==> config.mk <==
export PLATFORM = sky130hd
export DESIGN_NAME = mpi_ahb_node
export DESIGN_NICKNAME = d
export VERILOG_FILES = /design/src/rtl/mpi_pkg.sv /design/src/rtl/mpi_ahb_bridge.sv /design/src/rtl/mpi_ahb_node.sv /design/src/rtl/mpi_fifo.sv /design/src/rtl/mpi_regs.sv /design/src/rtl/mpi_rx_buffer.sv /design/src/rtl/mpi_tx_packetizer.sv
export SDC_FILE = /design/constraint.sdc
export NUM_CORES = 1
export LEC_CHECK = 0
export CORE_UTILIZATION = 35
export DETAILED_ROUTE_END_ITERATION = 8
export DONT_BUFFER_PORTS = 1
export PLACE_DENSITY_LB_ADDON = 0.05
export SLEW_MARGIN = 5
export SYNTH_ARGS = -nofsm -noshare
export SYNTH_HDL_FRONTEND = slang
export SYNTH_SLANG_ARGS = --single-unit
==> constraint.sdc <==
create_clock -name clk -period 3.9 [get_ports clk]
set_clock_uncertainty 0.05 [all_clocks]
set_input_delay 0.39 -clock clk [delete_from_list [all_inputs] [get_ports clk]]
set_output_delay 0.39 -clock clk [all_outputs]
set_load 0.01 [all_outputs]
==> src/rtl/mpi_pkg.sv <==
////////////////////
// Message passing endpoint shared types
// Flit format, register map and internal bus structs
////////////////////

package mpi_pkg;

  ////////////////////
  // NoC flit format
  ////////////////////

  // Bit 1 marks the end of a message, bit 0 its start
  typedef enum logic [1:0] {
    payload = 2'b00,
    head    = 2'b01,
    last    = 2'b10,
    single  = 2'b11
  } flit_type_e;

  // 34-bit flit with type on top
  typedef struct packed {
    flit_type_e  ftype;
    logic [31:0] data;
  } flit_t;

  ////////////////////
  // Register map
  ////////////////////

  // Word addresses from haddr[5:2]
  typedef enum logic [3:0] {
    tx_data   = 4'h0,
    tx_end    = 4'h1,
    rx_data   = 4'h2,
    rx_status = 4'h3,
    ctrl      = 4'h4
  } reg_addr_e;

  // Data-phase request from the AHB bridge
  typedef struct packed {
    reg_addr_e   addr;
    logic        we;
    logic        en;
    logic [31:0] wdata;
  } bus_req_t;

  // Response back to the bridge
  typedef struct packed {
    logic [31:0] rdata;
    logic        ack;
  } bus_rsp_t;

endpackage

==> src/rtl/mpi_ahb_bridge.sv <==
////////////////////
// AHB-Lite slave bridge
// Tracks address and data phases, inserts wait states
////////////////////

`timescale 1ns/10ps

module mpi_ahb_bridge (
  input  logic              clk,
  input  logic              rst_n,

  // AHB-Lite side
  input  logic              hsel,
  input  logic [5:0]        haddr,
  input  logic [1:0]        htrans,
  input  logic              hwrite,
  input  logic [31:0]       hwdata,
  output logic [31:0]       hrdata,
  output logic              hready,

  // Register block side
  output mpi_pkg::bus_req_t req,
  input  mpi_pkg::bus_rsp_t rsp
);

  // Only NONSEQ starts a transfer, no bursts
  localparam logic [1:0] htrans_nonseq = 2'b10;

  // Data phase in progress
  logic               pend_q;
  // Captured address phase
  mpi_pkg::reg_addr_e addr_q;
  logic               we_q;

  logic               start;

  ////////////////////
  // Address phase
  ////////////////////

  // Valid address phase this cycle
  assign start = hsel & (htrans == htrans_nonseq);

  // Pending phase only advances while hready is high
  always_ff @(posedge clk) begin
    if (!rst_n) begin
      pend_q <= 1'b0;
    end else if (hready) begin
      pend_q <= start;
    end
  end

  // Address and direction, no reset needed
  always_ff @(posedge clk) begin
    if (hready && start) begin
      // Word address from bits 5..2
      addr_q <= mpi_pkg::reg_addr_e'(haddr[5:2]);
      we_q   <= hwrite;
    end
  end

  ////////////////////
  // Data phase
  ////////////////////

  // Request held until the register block acks
  always_comb begin
    req       = '0;
    req.addr  = addr_q;
    req.we    = we_q;
    req.en    = pend_q;
    // Write data arrives in the data phase
    req.wdata = hwdata;
  end

  // Wait states while a request is not yet acked
  assign hready = ~pend_q | rsp.ack;

  // Read data straight from the register block
  assign hrdata = rsp.rdata;

endmodule

==> src/rtl/mpi_ahb_node.sv <==
////////////////////
// Message passing NoC endpoint with AHB-Lite slave port
////////////////////

`timescale 1ns/10ps

module mpi_ahb_node #(
  parameter int FIFO_DEPTH = 16
) (
  input  logic           clk,
  input  logic           rst_n,

  // AHB-Lite slave
  input  logic           hsel,
  input  logic [5:0]     haddr,
  input  logic [1:0]     htrans,
  input  logic           hwrite,
  input  logic [31:0]    hwdata,
  output logic [31:0]    hrdata,
  output logic           hready,

  // NoC out
  output mpi_pkg::flit_t noc_out_flit,
  output logic           noc_out_valid,
  input  logic           noc_out_ready,

  // NoC in
  input  mpi_pkg::flit_t noc_in_flit,
  input  logic           noc_in_valid,
  output logic           noc_in_ready,

  output logic           irq
);

  // Bridge to register block
  mpi_pkg::bus_req_t bus_req;
  mpi_pkg::bus_rsp_t bus_rsp;

  // Transmit path
  logic        tx_push;
  logic        tx_last;
  logic [31:0] tx_word;
  logic        tx_full;

  // Receive path
  logic        rx_pop;
  logic [31:0] rx_word;
  logic [7:0]  rx_words;
  logic [7:0]  rx_msgs;

  mpi_ahb_bridge bridge_i (
    .clk    (clk),
    .rst_n  (rst_n),
    .hsel   (hsel),
    .haddr  (haddr),
    .htrans (htrans),
    .hwrite (hwrite),
    .hwdata (hwdata),
    .hrdata (hrdata),
    .hready (hready),
    .req    (bus_req),
    .rsp    (bus_rsp)
  );

  mpi_regs regs_i (
    .clk      (clk),
    .rst_n    (rst_n),
    .req      (bus_req),
    .rsp      (bus_rsp),
    .tx_push  (tx_push),
    .tx_last  (tx_last),
    .tx_word  (tx_word),
    .tx_full  (tx_full),
    .rx_pop   (rx_pop),
    .rx_word  (rx_word),
    .rx_words (rx_words),
    .rx_msgs  (rx_msgs),
    .irq      (irq)
  );

  mpi_tx_packetizer #(
    .FIFO_DEPTH (FIFO_DEPTH)
  ) tx_i (
    .clk           (clk),
    .rst_n         (rst_n),
    .tx_push       (tx_push),
    .tx_last       (tx_last),
    .tx_word       (tx_word),
    .tx_full       (tx_full),
    .noc_out_flit  (noc_out_flit),
    .noc_out_valid (noc_out_valid),
    .noc_out_ready (noc_out_ready)
  );

  mpi_rx_buffer #(
    .FIFO_DEPTH (FIFO_DEPTH)
  ) rx_i (
    .clk          (clk),
    .rst_n        (rst_n),
    .noc_in_flit  (noc_in_flit),
    .noc_in_valid (noc_in_valid),
    .noc_in_ready (noc_in_ready),
    .rx_pop       (rx_pop),
    .rx_word      (rx_word),
    .rx_words     (rx_words),
    .rx_msgs      (rx_msgs)
  );

endmodule

==> src/rtl/mpi_fifo.sv <==
////////////////////
// Flit FIFO, first word fall through
////////////////////

`timescale 1ns/10ps

module mpi_fifo #(
  parameter int DEPTH = 16
) (
  input  logic                       clk,
  input  logic                       rst_n,
  input  logic                       push,
  input  mpi_pkg::flit_t             push_data,
  input  logic                       pop,
  output mpi_pkg::flit_t             pop_data,
  output logic                       full,
  output logic                       empty,
  output logic [$clog2(DEPTH+1)-1:0] count
);

  localparam int AW = (DEPTH > 1) ? $clog2(DEPTH) : 1;
  localparam int CW = $clog2(DEPTH+1);

  mpi_pkg::flit_t mem [DEPTH];
  logic [AW-1:0]  wr_ptr;
  logic [AW-1:0]  rd_ptr;
  logic           do_push;
  logic           do_pop;

  // Wrap at DEPTH, works for any depth
  function automatic logic [AW-1:0] ptr_next(input logic [AW-1:0] p);
    return (p == AW'(DEPTH-1)) ? '0 : p + 1'b1;
  endfunction

  // Overflow and underflow requests ignored
  assign do_push  = push & ~full;
  assign do_pop   = pop & ~empty;
  assign full     = (count == CW'(DEPTH));
  assign empty    = (count == '0);
  // Head entry visible without a pop
  assign pop_data = mem[rd_ptr];

  always_ff @(posedge clk) begin
    if (!rst_n) begin
      wr_ptr <= '0;
      rd_ptr <= '0;
      count  <= '0;
    end else begin
      if (do_push) wr_ptr <= ptr_next(wr_ptr);
      if (do_pop)  rd_ptr <= ptr_next(rd_ptr);
      // Push and pop together leave the count alone
      if (do_push && !do_pop)      count <= count + 1'b1;
      else if (do_pop && !do_push) count <= count - 1'b1;
    end
  end

  // Storage
  always_ff @(posedge clk) begin
    if (do_push) mem[wr_ptr] <= push_data;
  end

endmodule

==> src/rtl/mpi_regs.sv <==
////////////////////
// Endpoint register block
// Decode, ctrl register, status and interrupt
////////////////////

`timescale 1ns/10ps

module mpi_regs (
  input  logic              clk,
  input  logic              rst_n,

  // Bus request from bridge
  input  mpi_pkg::bus_req_t req,
  output mpi_pkg::bus_rsp_t rsp,

  // Transmit path
  output logic              tx_push,
  output logic              tx_last,
  output logic [31:0]       tx_word,
  input  logic              tx_full,

  // Receive path
  output logic              rx_pop,
  input  logic [31:0]       rx_word,
  input  logic [7:0]        rx_words,
  input  logic [7:0]        rx_msgs,

  output logic              irq
);

  // Ctrl bit 0
  logic        irq_en_q;
  logic        irq_q;
  logic        rx_avail;
  logic        rx_has_word;
  logic        wr;
  logic        rd;
  logic [31:0] status;

  assign wr          = req.en & req.we;
  assign rd          = req.en & ~req.we;
  assign rx_avail    = (rx_msgs != 8'd0);
  assign rx_has_word = (rx_words != 8'd0);

  // Status word: tx full, word count, message count, available
  assign status = {7'b0, tx_full, rx_words, rx_msgs, 7'b0, rx_avail};

  // Write data goes straight to the packetizer
  assign tx_word = req.wdata;

  ////////////////////
  // Decode
  ////////////////////

  always_comb begin
    rsp       = '0;
    rsp.ack   = req.en;
    tx_push   = 1'b0;
    tx_last   = 1'b0;
    rx_pop    = 1'b0;
    case (req.addr)
      mpi_pkg::tx_data, mpi_pkg::tx_end: begin
        // Stall the write until the buffer has room
        if (wr) begin
          rsp.ack = ~tx_full;
          tx_push = ~tx_full;
          tx_last = (req.addr == mpi_pkg::tx_end);
        end
      end
      mpi_pkg::rx_data: begin
        // Empty read returns zero, nothing popped
        rx_pop = rd & rx_has_word;
        if (rx_has_word) begin
          rsp.rdata = rx_word;
        end
      end
      mpi_pkg::rx_status: rsp.rdata = status;
      mpi_pkg::ctrl:      rsp.rdata = {31'b0, irq_en_q};
      default:            rsp.rdata = '0;
    endcase
  end

  ////////////////////
  // Ctrl and irq
  ////////////////////

  always_ff @(posedge clk) begin
    if (!rst_n) begin
      irq_en_q <= 1'b0;
      irq_q    <= 1'b0;
    end else begin
      if (wr && (req.addr == mpi_pkg::ctrl)) begin
        irq_en_q <= req.wdata[0];
      end
      // One register of delay after the count
      irq_q <= irq_en_q & rx_avail;
    end
  end

  assign irq = irq_q;

endmodule

==> src/rtl/mpi_rx_buffer.sv <==
////////////////////
// Receive buffer
// Stores flits, counts complete messages
////////////////////

`timescale 1ns/10ps

module mpi_rx_buffer #(
  parameter int FIFO_DEPTH = 16
) (
  input  logic           clk,
  input  logic           rst_n,

  // NoC in
  input  mpi_pkg::flit_t noc_in_flit,
  input  logic           noc_in_valid,
  output logic           noc_in_ready,

  // Register block side
  input  logic           rx_pop,
  output logic [31:0]    rx_word,
  output logic [7:0]     rx_words,
  output logic [7:0]     rx_msgs
);

  localparam int CW = $clog2(FIFO_DEPTH+1);

  mpi_pkg::flit_t head_flit;
  logic [CW-1:0]  fifo_count;
  logic           fifo_full;
  logic           fifo_empty;
  logic [CW-1:0]  msg_cnt_q;
  logic           accept;
  logic           take;
  logic           in_end;
  logic           out_end;

  ////////////////////
  // Flit storage
  ////////////////////

  // Ready while there is room
  assign noc_in_ready = ~fifo_full;
  assign accept       = noc_in_valid & noc_in_ready;
  assign take         = rx_pop & ~fifo_empty;

  mpi_fifo #(
    .DEPTH (FIFO_DEPTH)
  ) fifo_i (
    .clk       (clk),
    .rst_n     (rst_n),
    .push      (accept),
    .push_data (noc_in_flit),
    .pop       (take),
    .pop_data  (head_flit),
    .full      (fifo_full),
    .empty     (fifo_empty),
    .count     (fifo_count)
  );

  // Type is dropped toward software
  assign rx_word  = head_flit.data;
  assign rx_words = 8'(fifo_count);

  ////////////////////
  // Message count
  ////////////////////

  // Last or single closes a message
  assign in_end  = accept & ((noc_in_flit.ftype == mpi_pkg::last) |
                             (noc_in_flit.ftype == mpi_pkg::single));
  assign out_end = take & ((head_flit.ftype == mpi_pkg::last) |
                           (head_flit.ftype == mpi_pkg::single));

  always_ff @(posedge clk) begin
    if (!rst_n) begin
      msg_cnt_q <= '0;
    end else begin
      case ({in_end, out_end})
        2'b10:   msg_cnt_q <= msg_cnt_q + 1'b1;
        2'b01:   msg_cnt_q <= msg_cnt_q - 1'b1;
        // Both or neither
        default: msg_cnt_q <= msg_cnt_q;
      endcase
    end
  end

  assign rx_msgs = 8'(msg_cnt_q);

endmodule

==> src/rtl/mpi_tx_packetizer.sv <==
////////////////////
// Transmit packetizer
// Store and forward, whole messages only
////////////////////

`timescale 1ns/10ps

module mpi_tx_packetizer #(
  parameter int FIFO_DEPTH = 16
) (
  input  logic           clk,
  input  logic           rst_n,

  // Words from the register block
  input  logic           tx_push,
  input  logic           tx_last,
  input  logic [31:0]    tx_word,
  output logic           tx_full,

  // NoC out
  output mpi_pkg::flit_t noc_out_flit,
  output logic           noc_out_valid,
  input  logic           noc_out_ready
);

  localparam int CW = $clog2(FIFO_DEPTH+1);

  // Position inside the message being written
  typedef enum logic {
    st_start,
    st_body
  } wr_state_e;

  wr_state_e      state_q;
  mpi_pkg::flit_t push_flit;
  logic           fifo_empty;
  logic [CW-1:0]  msg_cnt_q;
  logic           commit;
  logic           send;
  logic           send_end;

  ////////////////////
  // Flit typing
  ////////////////////

  always_comb begin
    push_flit.data = tx_word;
    if (state_q == st_start) begin
      push_flit.ftype = tx_last ? mpi_pkg::single : mpi_pkg::head;
    end else begin
      push_flit.ftype = tx_last ? mpi_pkg::last : mpi_pkg::payload;
    end
  end

  // End word closes the message and the next one starts fresh
  always_ff @(posedge clk) begin
    if (!rst_n) begin
      state_q <= st_start;
    end else if (tx_push) begin
      state_q <= tx_last ? st_start : st_body;
    end
  end

  mpi_fifo #(
    .DEPTH (FIFO_DEPTH)
  ) fifo_i (
    .clk       (clk),
    .rst_n     (rst_n),
    .push      (tx_push),
    .push_data (push_flit),
    .pop       (send),
    .pop_data  (noc_out_flit),
    .full      (tx_full),
    .empty     (fifo_empty),
    .count     ()
  );

  ////////////////////
  // Committed messages
  ////////////////////

  assign commit   = tx_push & tx_last;
  // Head flit always belongs to the oldest committed message
  assign noc_out_valid = (msg_cnt_q != '0) & ~fifo_empty;
  assign send     = noc_out_valid & noc_out_ready;
  assign send_end = send & ((noc_out_flit.ftype == mpi_pkg::last) |
                            (noc_out_flit.ftype == mpi_pkg::single));

  always_ff @(posedge clk) begin
    if (!rst_n) begin
      msg_cnt_q <= '0;
    end else if (commit && !send_end) begin
      msg_cnt_q <= msg_cnt_q + 1'b1;
    end else if (send_end && !commit) begin
      msg_cnt_q <= msg_cnt_q - 1'b1;
    end
  end

endmodule

==> results.md, run 1 <==
* CTS H-tree depth at 4
* Fillcell total at 10600
* Post-Syn Area at 43300 um^2
* Fin crit share at 95.3%
* Finished Layout Cells at 3821
* CP dominant cell by count: buf_4
* Die width at 354 um
* Remaining antenna violation count at 0
* Largest net degree at the start of global routing at 133
* Count of state elements after synthesis at 1125
* Max VDD drop at 0.393 mV
* Gpl congestion at 0.707
* Slew Limit Fails at 0
* Critical Path RT at 3460 ps
* Die height at 354 um
* WL per Instance at 28.1 um
* Hold path depth at 4
* Seq/Total Area, Yosys at 77.0%
* Most frequent cell after synthesis: edfxtp_1
* Status: finished, final reports clean
* Fin nets at 2207
* Share of post-route cells with drive strength above 1 at 27.4%
* CP Capture Type: output pin
* Relative slew slack at 35.1%
* Mapped Cells at 1909
* Area contributors post-synth: edfxtp_1, mux4_2, dfxtp_1
* Seq pwr share at 53.0%
* Slowest cell on the critical path: or4b_1
* Crit path DAT at 3280 ps
* TritonCTS clock tree: built
* Pleak at 15.4 nW
* Yosys warnings at 0
* DRC at 0
* Power per standard cell area at 501 nW/um^2
* Minimum clock period at 3720 ps
* Least-Margin Pin Slew at 973 ps
* Synth cell types at 53
* Placed Cells at 3513
* Initial DRT Pass Iterations at 5
* Cell taking the most area after synthesis: edfxtp_1
* Area after detailed placement at 45800 um^2
* Util after Layout at 41.4%
* Setup TNS Final at 0 ps
* Initial Utilization at 35.4%
* Setup repair after global routing missed its margin: no
* Initial antenna violation count at 9
* Area Growth Syn to Fin at 16.8%
* Final wirelength at 107000 um
* CP peak stage delay at 610 ps
* Vias/cell at 5.17
* Core box area at 122000 um^2
* Psw at 5.14 mW
* R2r worst-path depth at 12
* Post-synth ARST share at 0%
* Post-synth top flop: edfxtp_1
* Max-cap violations at 0
* IO Pins at 150
* Root buffer cell: clkbuf_16
* Top-area cell type share of the netlist area at 74.8%
* Input/output buffers at 0
* Final setup vio count at 0
* Vias in the first global route at 21500
* Avg Cell Area, Syn at 22.7 um^2
* Worst Path Buf+Inv at 2
* Endpoints failing hold at 0
* GRT Resource Usage Total at 17.4%
* Worst-path cell chain: or4b_1 -> a21o_1 -> buf_4 -> nor3_1 -> buf_4
* CTS Buf Count at 131
* Std cell rows at 128
* Clk Latency, worst-skew pair at 730 ps
* Min Hold Slack at 183 ps
* Area occupied by multi-input gates at 9560 um^2
* First-pass GRT wire length at 155000 um
* Die area at 125000 um^2
* Sequential Area at 33300 um^2
* R2r setup slk at 250 ps
* Critical path's top delay family: simple AND/OR/NAND/NOR gates
* Fmax at 0.269 GHz
* CP Class: register to output pin
* Syn Nets at 2019
* Clock Tree Buf Depth at 3
* Combinational share of power at 2.6%
* R2R Path Start: bridge_i.addr_q[3]
* CP Max Fanout at 13
* Synth top cells by count: edfxtp_1, mux4_2, dfxtp_1, clkbuf_1, o22ai_1
* Switching Share at 20.3%
* Detailed Place HPWL at 54800 um
* EDFF count, synth at 1077
* Global route total overflow at 0
* RR Endpoint: rx_i.msg_cnt_q[4]
* DR iter-0 viols at 1553
* Clock Pin Slew Worst Setup and Hold Paths at 60 ps
* Hold Path Class: input pin to register
* Worst min-delay path endpoint: rx_i.fifo_i.wr_ptr[0]
* Int Power at 20.2 mW
* Final instance area at 50500 um^2
* Via Count at 19800
* Crit path launch: bridge_i.addr_q[3]
* Clk pwr share at 44.4%
* Hold path startpoint: noc_in_valid
* Worst setup SP type: register
* CTS Sinks at 1125
[cell usage in the layout, fill, tap and decap left out, types with 29 or more instances in the layout]
master | Yosys | final
buf_4 | 5 | 50
clkbuf_1 | 43 | 42
clkbuf_16 | 0 | 135
clkinv_1 | 0 | 29
dfxtp_1 | 48 | 40
dlygate4sd3_1 | 0 | 75
edfxtp_1 | 1077 | 1077
mux4_2 | 302 | 302
nand2_1 | 34 | 34
o22ai_1 | 42 | 42
[tightest hold or removal path, cell delays in order]
cell	delay (ps)
a21boi_1	140
buf_4	180
a21oi_1	140
nor2b_1	50
[state kept, by name, indices dropped and copies added (netlist names), named ones only]
name,flops
regs_i.irq_en_q,1
rx_i.fifo_i.wr_ptr,4
tx_i.fifo_i.mem,544
bridge_i.we_q,1
bridge_i.pend_q,1
tx_i.fifo_i.count,5
tx_i.fifo_i.wr_ptr,4
rx_i.fifo_i.mem,528
bridge_i.addr_q,4
regs_i.irq,1
tx_i.msg_cnt_q,5
tx_i.fifo_i.rd_ptr,4
tx_i.state_q,1
rx_i.fifo_i.rd_ptr,4
rx_i.msg_cnt_q,5
rx_i.fifo_i.count,5
[power groups by stage]
stage               logic [mW]  clock network, mW  registers (mW)
finish                   0.668               11.2            13.4
floorplan                0.304                  0            13.7
global placement         0.463                  0            13.7
global route             0.737               12.0            13.4
CTS                      0.685               11.6            13.4
detailed placement       0.465                  0            13.7
[cells by family after synthesis]
group,Yosys count,share of synthesized area (%)
multiplexers,333,16.5
AO/OA/AOI/OAI,114,1.79
AND/OR/NAND/NOR,174,2.13
buffers and inverters,114,1.31
flip-flops,1125,77.0
adder cells (fa/ha/maj),30,0.937
XOR/XNOR,19,0.385
[per-layer routing]
| metal | wire (um) | up-vias | GRT usage, % |
|---|---|---|---|
| met3 | 4890 | 154 | 3.96 |
| met4 | 2060 | 10 | 4.93 |
| met2 | 55700 | 401 | 30.2 |
| li1 | - | 8472 | - |
| met5 | 61 | - | 0 |
| met1 | 44600 | 10700 | 21.8 |
[how the worst max path moves through the flow]
stage          cells past startpoint                    end
2_1_floorplan                      3  tx_i.fifo_i.mem[7][0]
3_3_place_gp                      12      rx_i.msg_cnt_q[4]
3_5_place_dp                      12      rx_i.msg_cnt_q[4]
4_1_cts                            4       noc_out_flit[30]
5_1_grt                            4       noc_out_flit[10]
6_report                           5             hrdata[13]
[through the flow]
step / setup WS [ps] / total power [mW]
final: 185 / 25.3
after global routing: 20.0 / 26.2
after CTS: 3.16 / 25.7
after detailed placement: 312 / 14.1
after global placement: 324 / 14.1
after floorplan: 109 / 14.0
[cell type report]
cell class	count	area share, %
antenna	2	0.00990
clock buffer	177	7.00
clock inverter	53	0.688
inverter	16	0.119
multi-input combinational	670	18.9
sequential	1125	66.0
tap	1625	4.02
timing repair buffer	153	3.29
[timing repair]
action                                   CTS  global route
hold buffers                              76             0
resized for setup                          5             3
endpoints found under the setup margin    17            11
endpoints found under the hold margin   1098             0
setup buffers                              0             0
(Power assumes the default switching activity.)
==> inputs of run 2 (changes only) <==
==> constraint.sdc (replaced) <==
create_clock -name clk -period 3.8 [get_ports clk]
set_clock_uncertainty 0.05 [all_clocks]
set_input_delay 0.38 -clock clk [delete_from_list [all_inputs] [get_ports clk]]
set_output_delay 0.38 -clock clk [all_outputs]
set_load 0.005 [all_outputs]
==> run 2 against run 1 <==
Power is 3.7% higher; hold slack worse by 110 ps; sequential share of layout area is 0.21 points lower; combinational power is 5.7% higher; non-clock buffer count is 2 lower; global-route usage is 0.083 points lower; register-to-register slack worse by 60 ps; critical path depth is 7 higher; sequential power is 3% higher; critical path type is now register to register; largest power group unchanged.
==> results.md, run 2 (same netlist as run 1, synthesis figures left out) <==
* CTS H-tree depth at 4 (unchanged)
* IO Pins at 150 (unchanged)
* Util after Layout at 41.5% (+0.13 points)
* Vias in the first global route at 21500 (+0.23%)
* Std cell rows at 128 (unchanged)
* Setup TNS Final at 0 ps (unchanged)
* Initial antenna violation count at 10 (+1)
* CP Class: register to register
* Global route total overflow at 0 (unchanged)
* Largest Register: tx_i.fifo_i.mem
* Initial Utilization at 35.4% (unchanged)
* Die width at 354 um (unchanged)
* Core box area at 122000 um^2 (unchanged)
* GRT Resource Usage Total at 17.3% (-0.083 points)
* CP Capture Type: register
* Clk Latency, worst-skew pair at 730 ps (about the same)
* Fillcell total at 10700 (+0.27%)
* Critical Path RT at 4360 ps (+900 ps)
* Initial DRT Pass Iterations at 5 (unchanged)
* Worst Path Buf+Inv at 1 (-1)
* Power per standard cell area at 518 nW/um^2 (+3.4%)
* R2r worst-path depth at 12 (unchanged)
* WL per Instance at 27.9 um (-0.54%)
* Relative slew slack at 34.8% (-0.34 points)
* Met3 track demand over resource at 3.60% (-0.37 points)
* Area Growth Syn to Fin at 17.2%
* Fmax at 0.277 GHz
* TritonCTS clock tree: built
* DRC at 0 (unchanged)
* Power Total at 26.3 mW (+3.7%)
* Fin crit share at 94.9%
* First-pass GRT wire length at 155000 um (-0.18%)
* Critical path's top delay family: simple AND/OR/NAND/NOR gates
* Pleak at 15.4 nW (+0.33%)
* Setup repair after global routing missed its margin: no
* Max FFs per register at 544 (unchanged)
* R2r setup slk at 190 ps (-60 ps)
* Worst-path cell chain: or4b_1 -> a21oi_2 -> nand2_2 -> nor3_2 -> ha_2 -> ha_1 -> a21o_1 -> a21oi_1 -> xor2_1 -> o21ai_0 -> and2_1 -> dlygate4sd3_1
* R2R Path Start: bridge_i.addr_q[3]
* CP Max Fanout at 4 (-9)
* Final setup vio count at 0 (unchanged)
* Hold Path Class: input pin to register
* Busiest grt layer: met2
* Remaining antenna violation count at 0 (unchanged)
* Minimum clock period at 3610 ps
* Via Count at 19900 (+0.77%)
* Least-Margin Pin Slew at 978 ps (+5.08 ps)
* Die area at 125000 um^2 (unchanged)
* Die height at 354 um (unchanged)
* Detailed Place HPWL at 56300 um (+2.7%)
* Clock Tree Buf Depth at 3 (unchanged)
* Crit path DAT at 4160 ps (+880 ps)
* Placed Cells at 3511 (-0.057%)
* Slowest cell on the critical path: or4b_1
* Hold path startpoint: htrans[1]
* Max-cap violations at 0 (unchanged)
* DR iter-0 viols at 1469 (-5.4%)
* Biggest regs: tx_i.fifo_i.mem x544, rx_i.fifo_i.mem x528
* Share of post-route cells with drive strength above 1 at 28.1% (+0.70 points)
* Worst setup SP type: register
* Fin nets at 2204 (-0.14%)
* RR Endpoint: rx_i.msg_cnt_q[3]
* Root buffer cell: clkbuf_16
* Gpl congestion at 0.705 (-0.37%)
* Vias/cell at 5.21 (+0.77%)
* Met2 usage at 29.8% (-0.40 points)
* CTS Sinks at 1125 (unchanged)
* Most common cell after layout, fill and taps aside: edfxtp_1
* Status: finished, final reports clean
* Final worst slack at 194 ps (+9.01 ps)
* Worst min-delay path endpoint: bridge_i.addr_q[2]
* Most frequent cells in the layout: edfxtp_1, mux4_2, clkbuf_16, dlygate4sd3_1, buf_4
* Largest net degree at the start of global routing at 133 (unchanged)
* CP peak stage delay at 580 ps (-30 ps)
* Hold path depth at 2 (-2)
* Pre-CTS setup slack at 248 ps (-64.5 ps)
* Input/output buffers at 0 (unchanged)
* Endpoints failing hold at 0 (unchanged)
* Finished Layout Cells at 3821 (unchanged)
* Clock Pin Slew Worst Setup and Hold Paths at 60 ps (about the same)
* Max VDD drop at 0.431 mV (+9.7%)
* CTS Buf Count at 130 (-0.76%)
* GRT met1 Usage at 22.0% (+0.27 points)
* Slew Limit Fails at 0 (unchanged)
* Final wirelength at 107000 um (-0.54%)
==> run 2: where the power goes <==
part	switching (mW)	total, mW	leakage (nW)	internal (mW)
Combinational	0.451	0.706	3.34	0.255
Clock	4.87	11.8	1.95	6.92
Sequential	0.0551	13.8	10.1	13.7
==> run 2: repair_timing <==
action,CTS,global route
hold buffers,76,0
buffers inserted,0,0
setup endpoints to repair,0,6
gates resized for setup,0,3
hold endpoints to repair,1093,0
==> run 2: layout make-up <==
class | count | area, um^2 | area share [%]
flip-flops and latches | 1125 | 33300 | 65.7
multi-input cells | 670 | 9570 | 18.9
clock buffers | 171 | 3510 | 6.93
well taps | 1625 | 2030 | 4.01
repair buffers | 151 | 1680 | 3.31
clock inverters | 60 | 509 | 1.00
inverters | 16 | 60.1 | 0.118
diodes | 3 | 7.51 | 0.0148
==> run 2: through the flow <==
step | hold slack (ps) | area [um^2]
after floorplan | 410 | 43300
after global placement | 429 | 45900
after detailed placement | 429 | 45900
after CTS | 28.0 | 50700
after global routing | 69.7 | 50700
final | 77.6 | 50700
==> run 2: worst max path at each step <==
stage                                   from               endpoint  cells after the start
final                     bridge_i.addr_q[3]      rx_i.msg_cnt_q[3]                     12
after global routing      bridge_i.addr_q[3]      rx_i.msg_cnt_q[3]                     12
after CTS                           register       noc_out_flit[32]                      3
after detailed placement  bridge_i.addr_q[3]      rx_i.msg_cnt_q[4]                     12
after global placement    bridge_i.addr_q[3]      rx_i.msg_cnt_q[4]                     12
after floorplan           bridge_i.addr_q[3]  tx_i.fifo_i.mem[7][0]                      3
==> run 2: layer usage <==
metal	wire length, um	part of all wire (%)	vias up
li1	-	-	8484
met1	44500	42	10800
met2	54900	51	424
met3	4960	4.7	176
met4	2250	2.1	14
met5	87	0.082	-
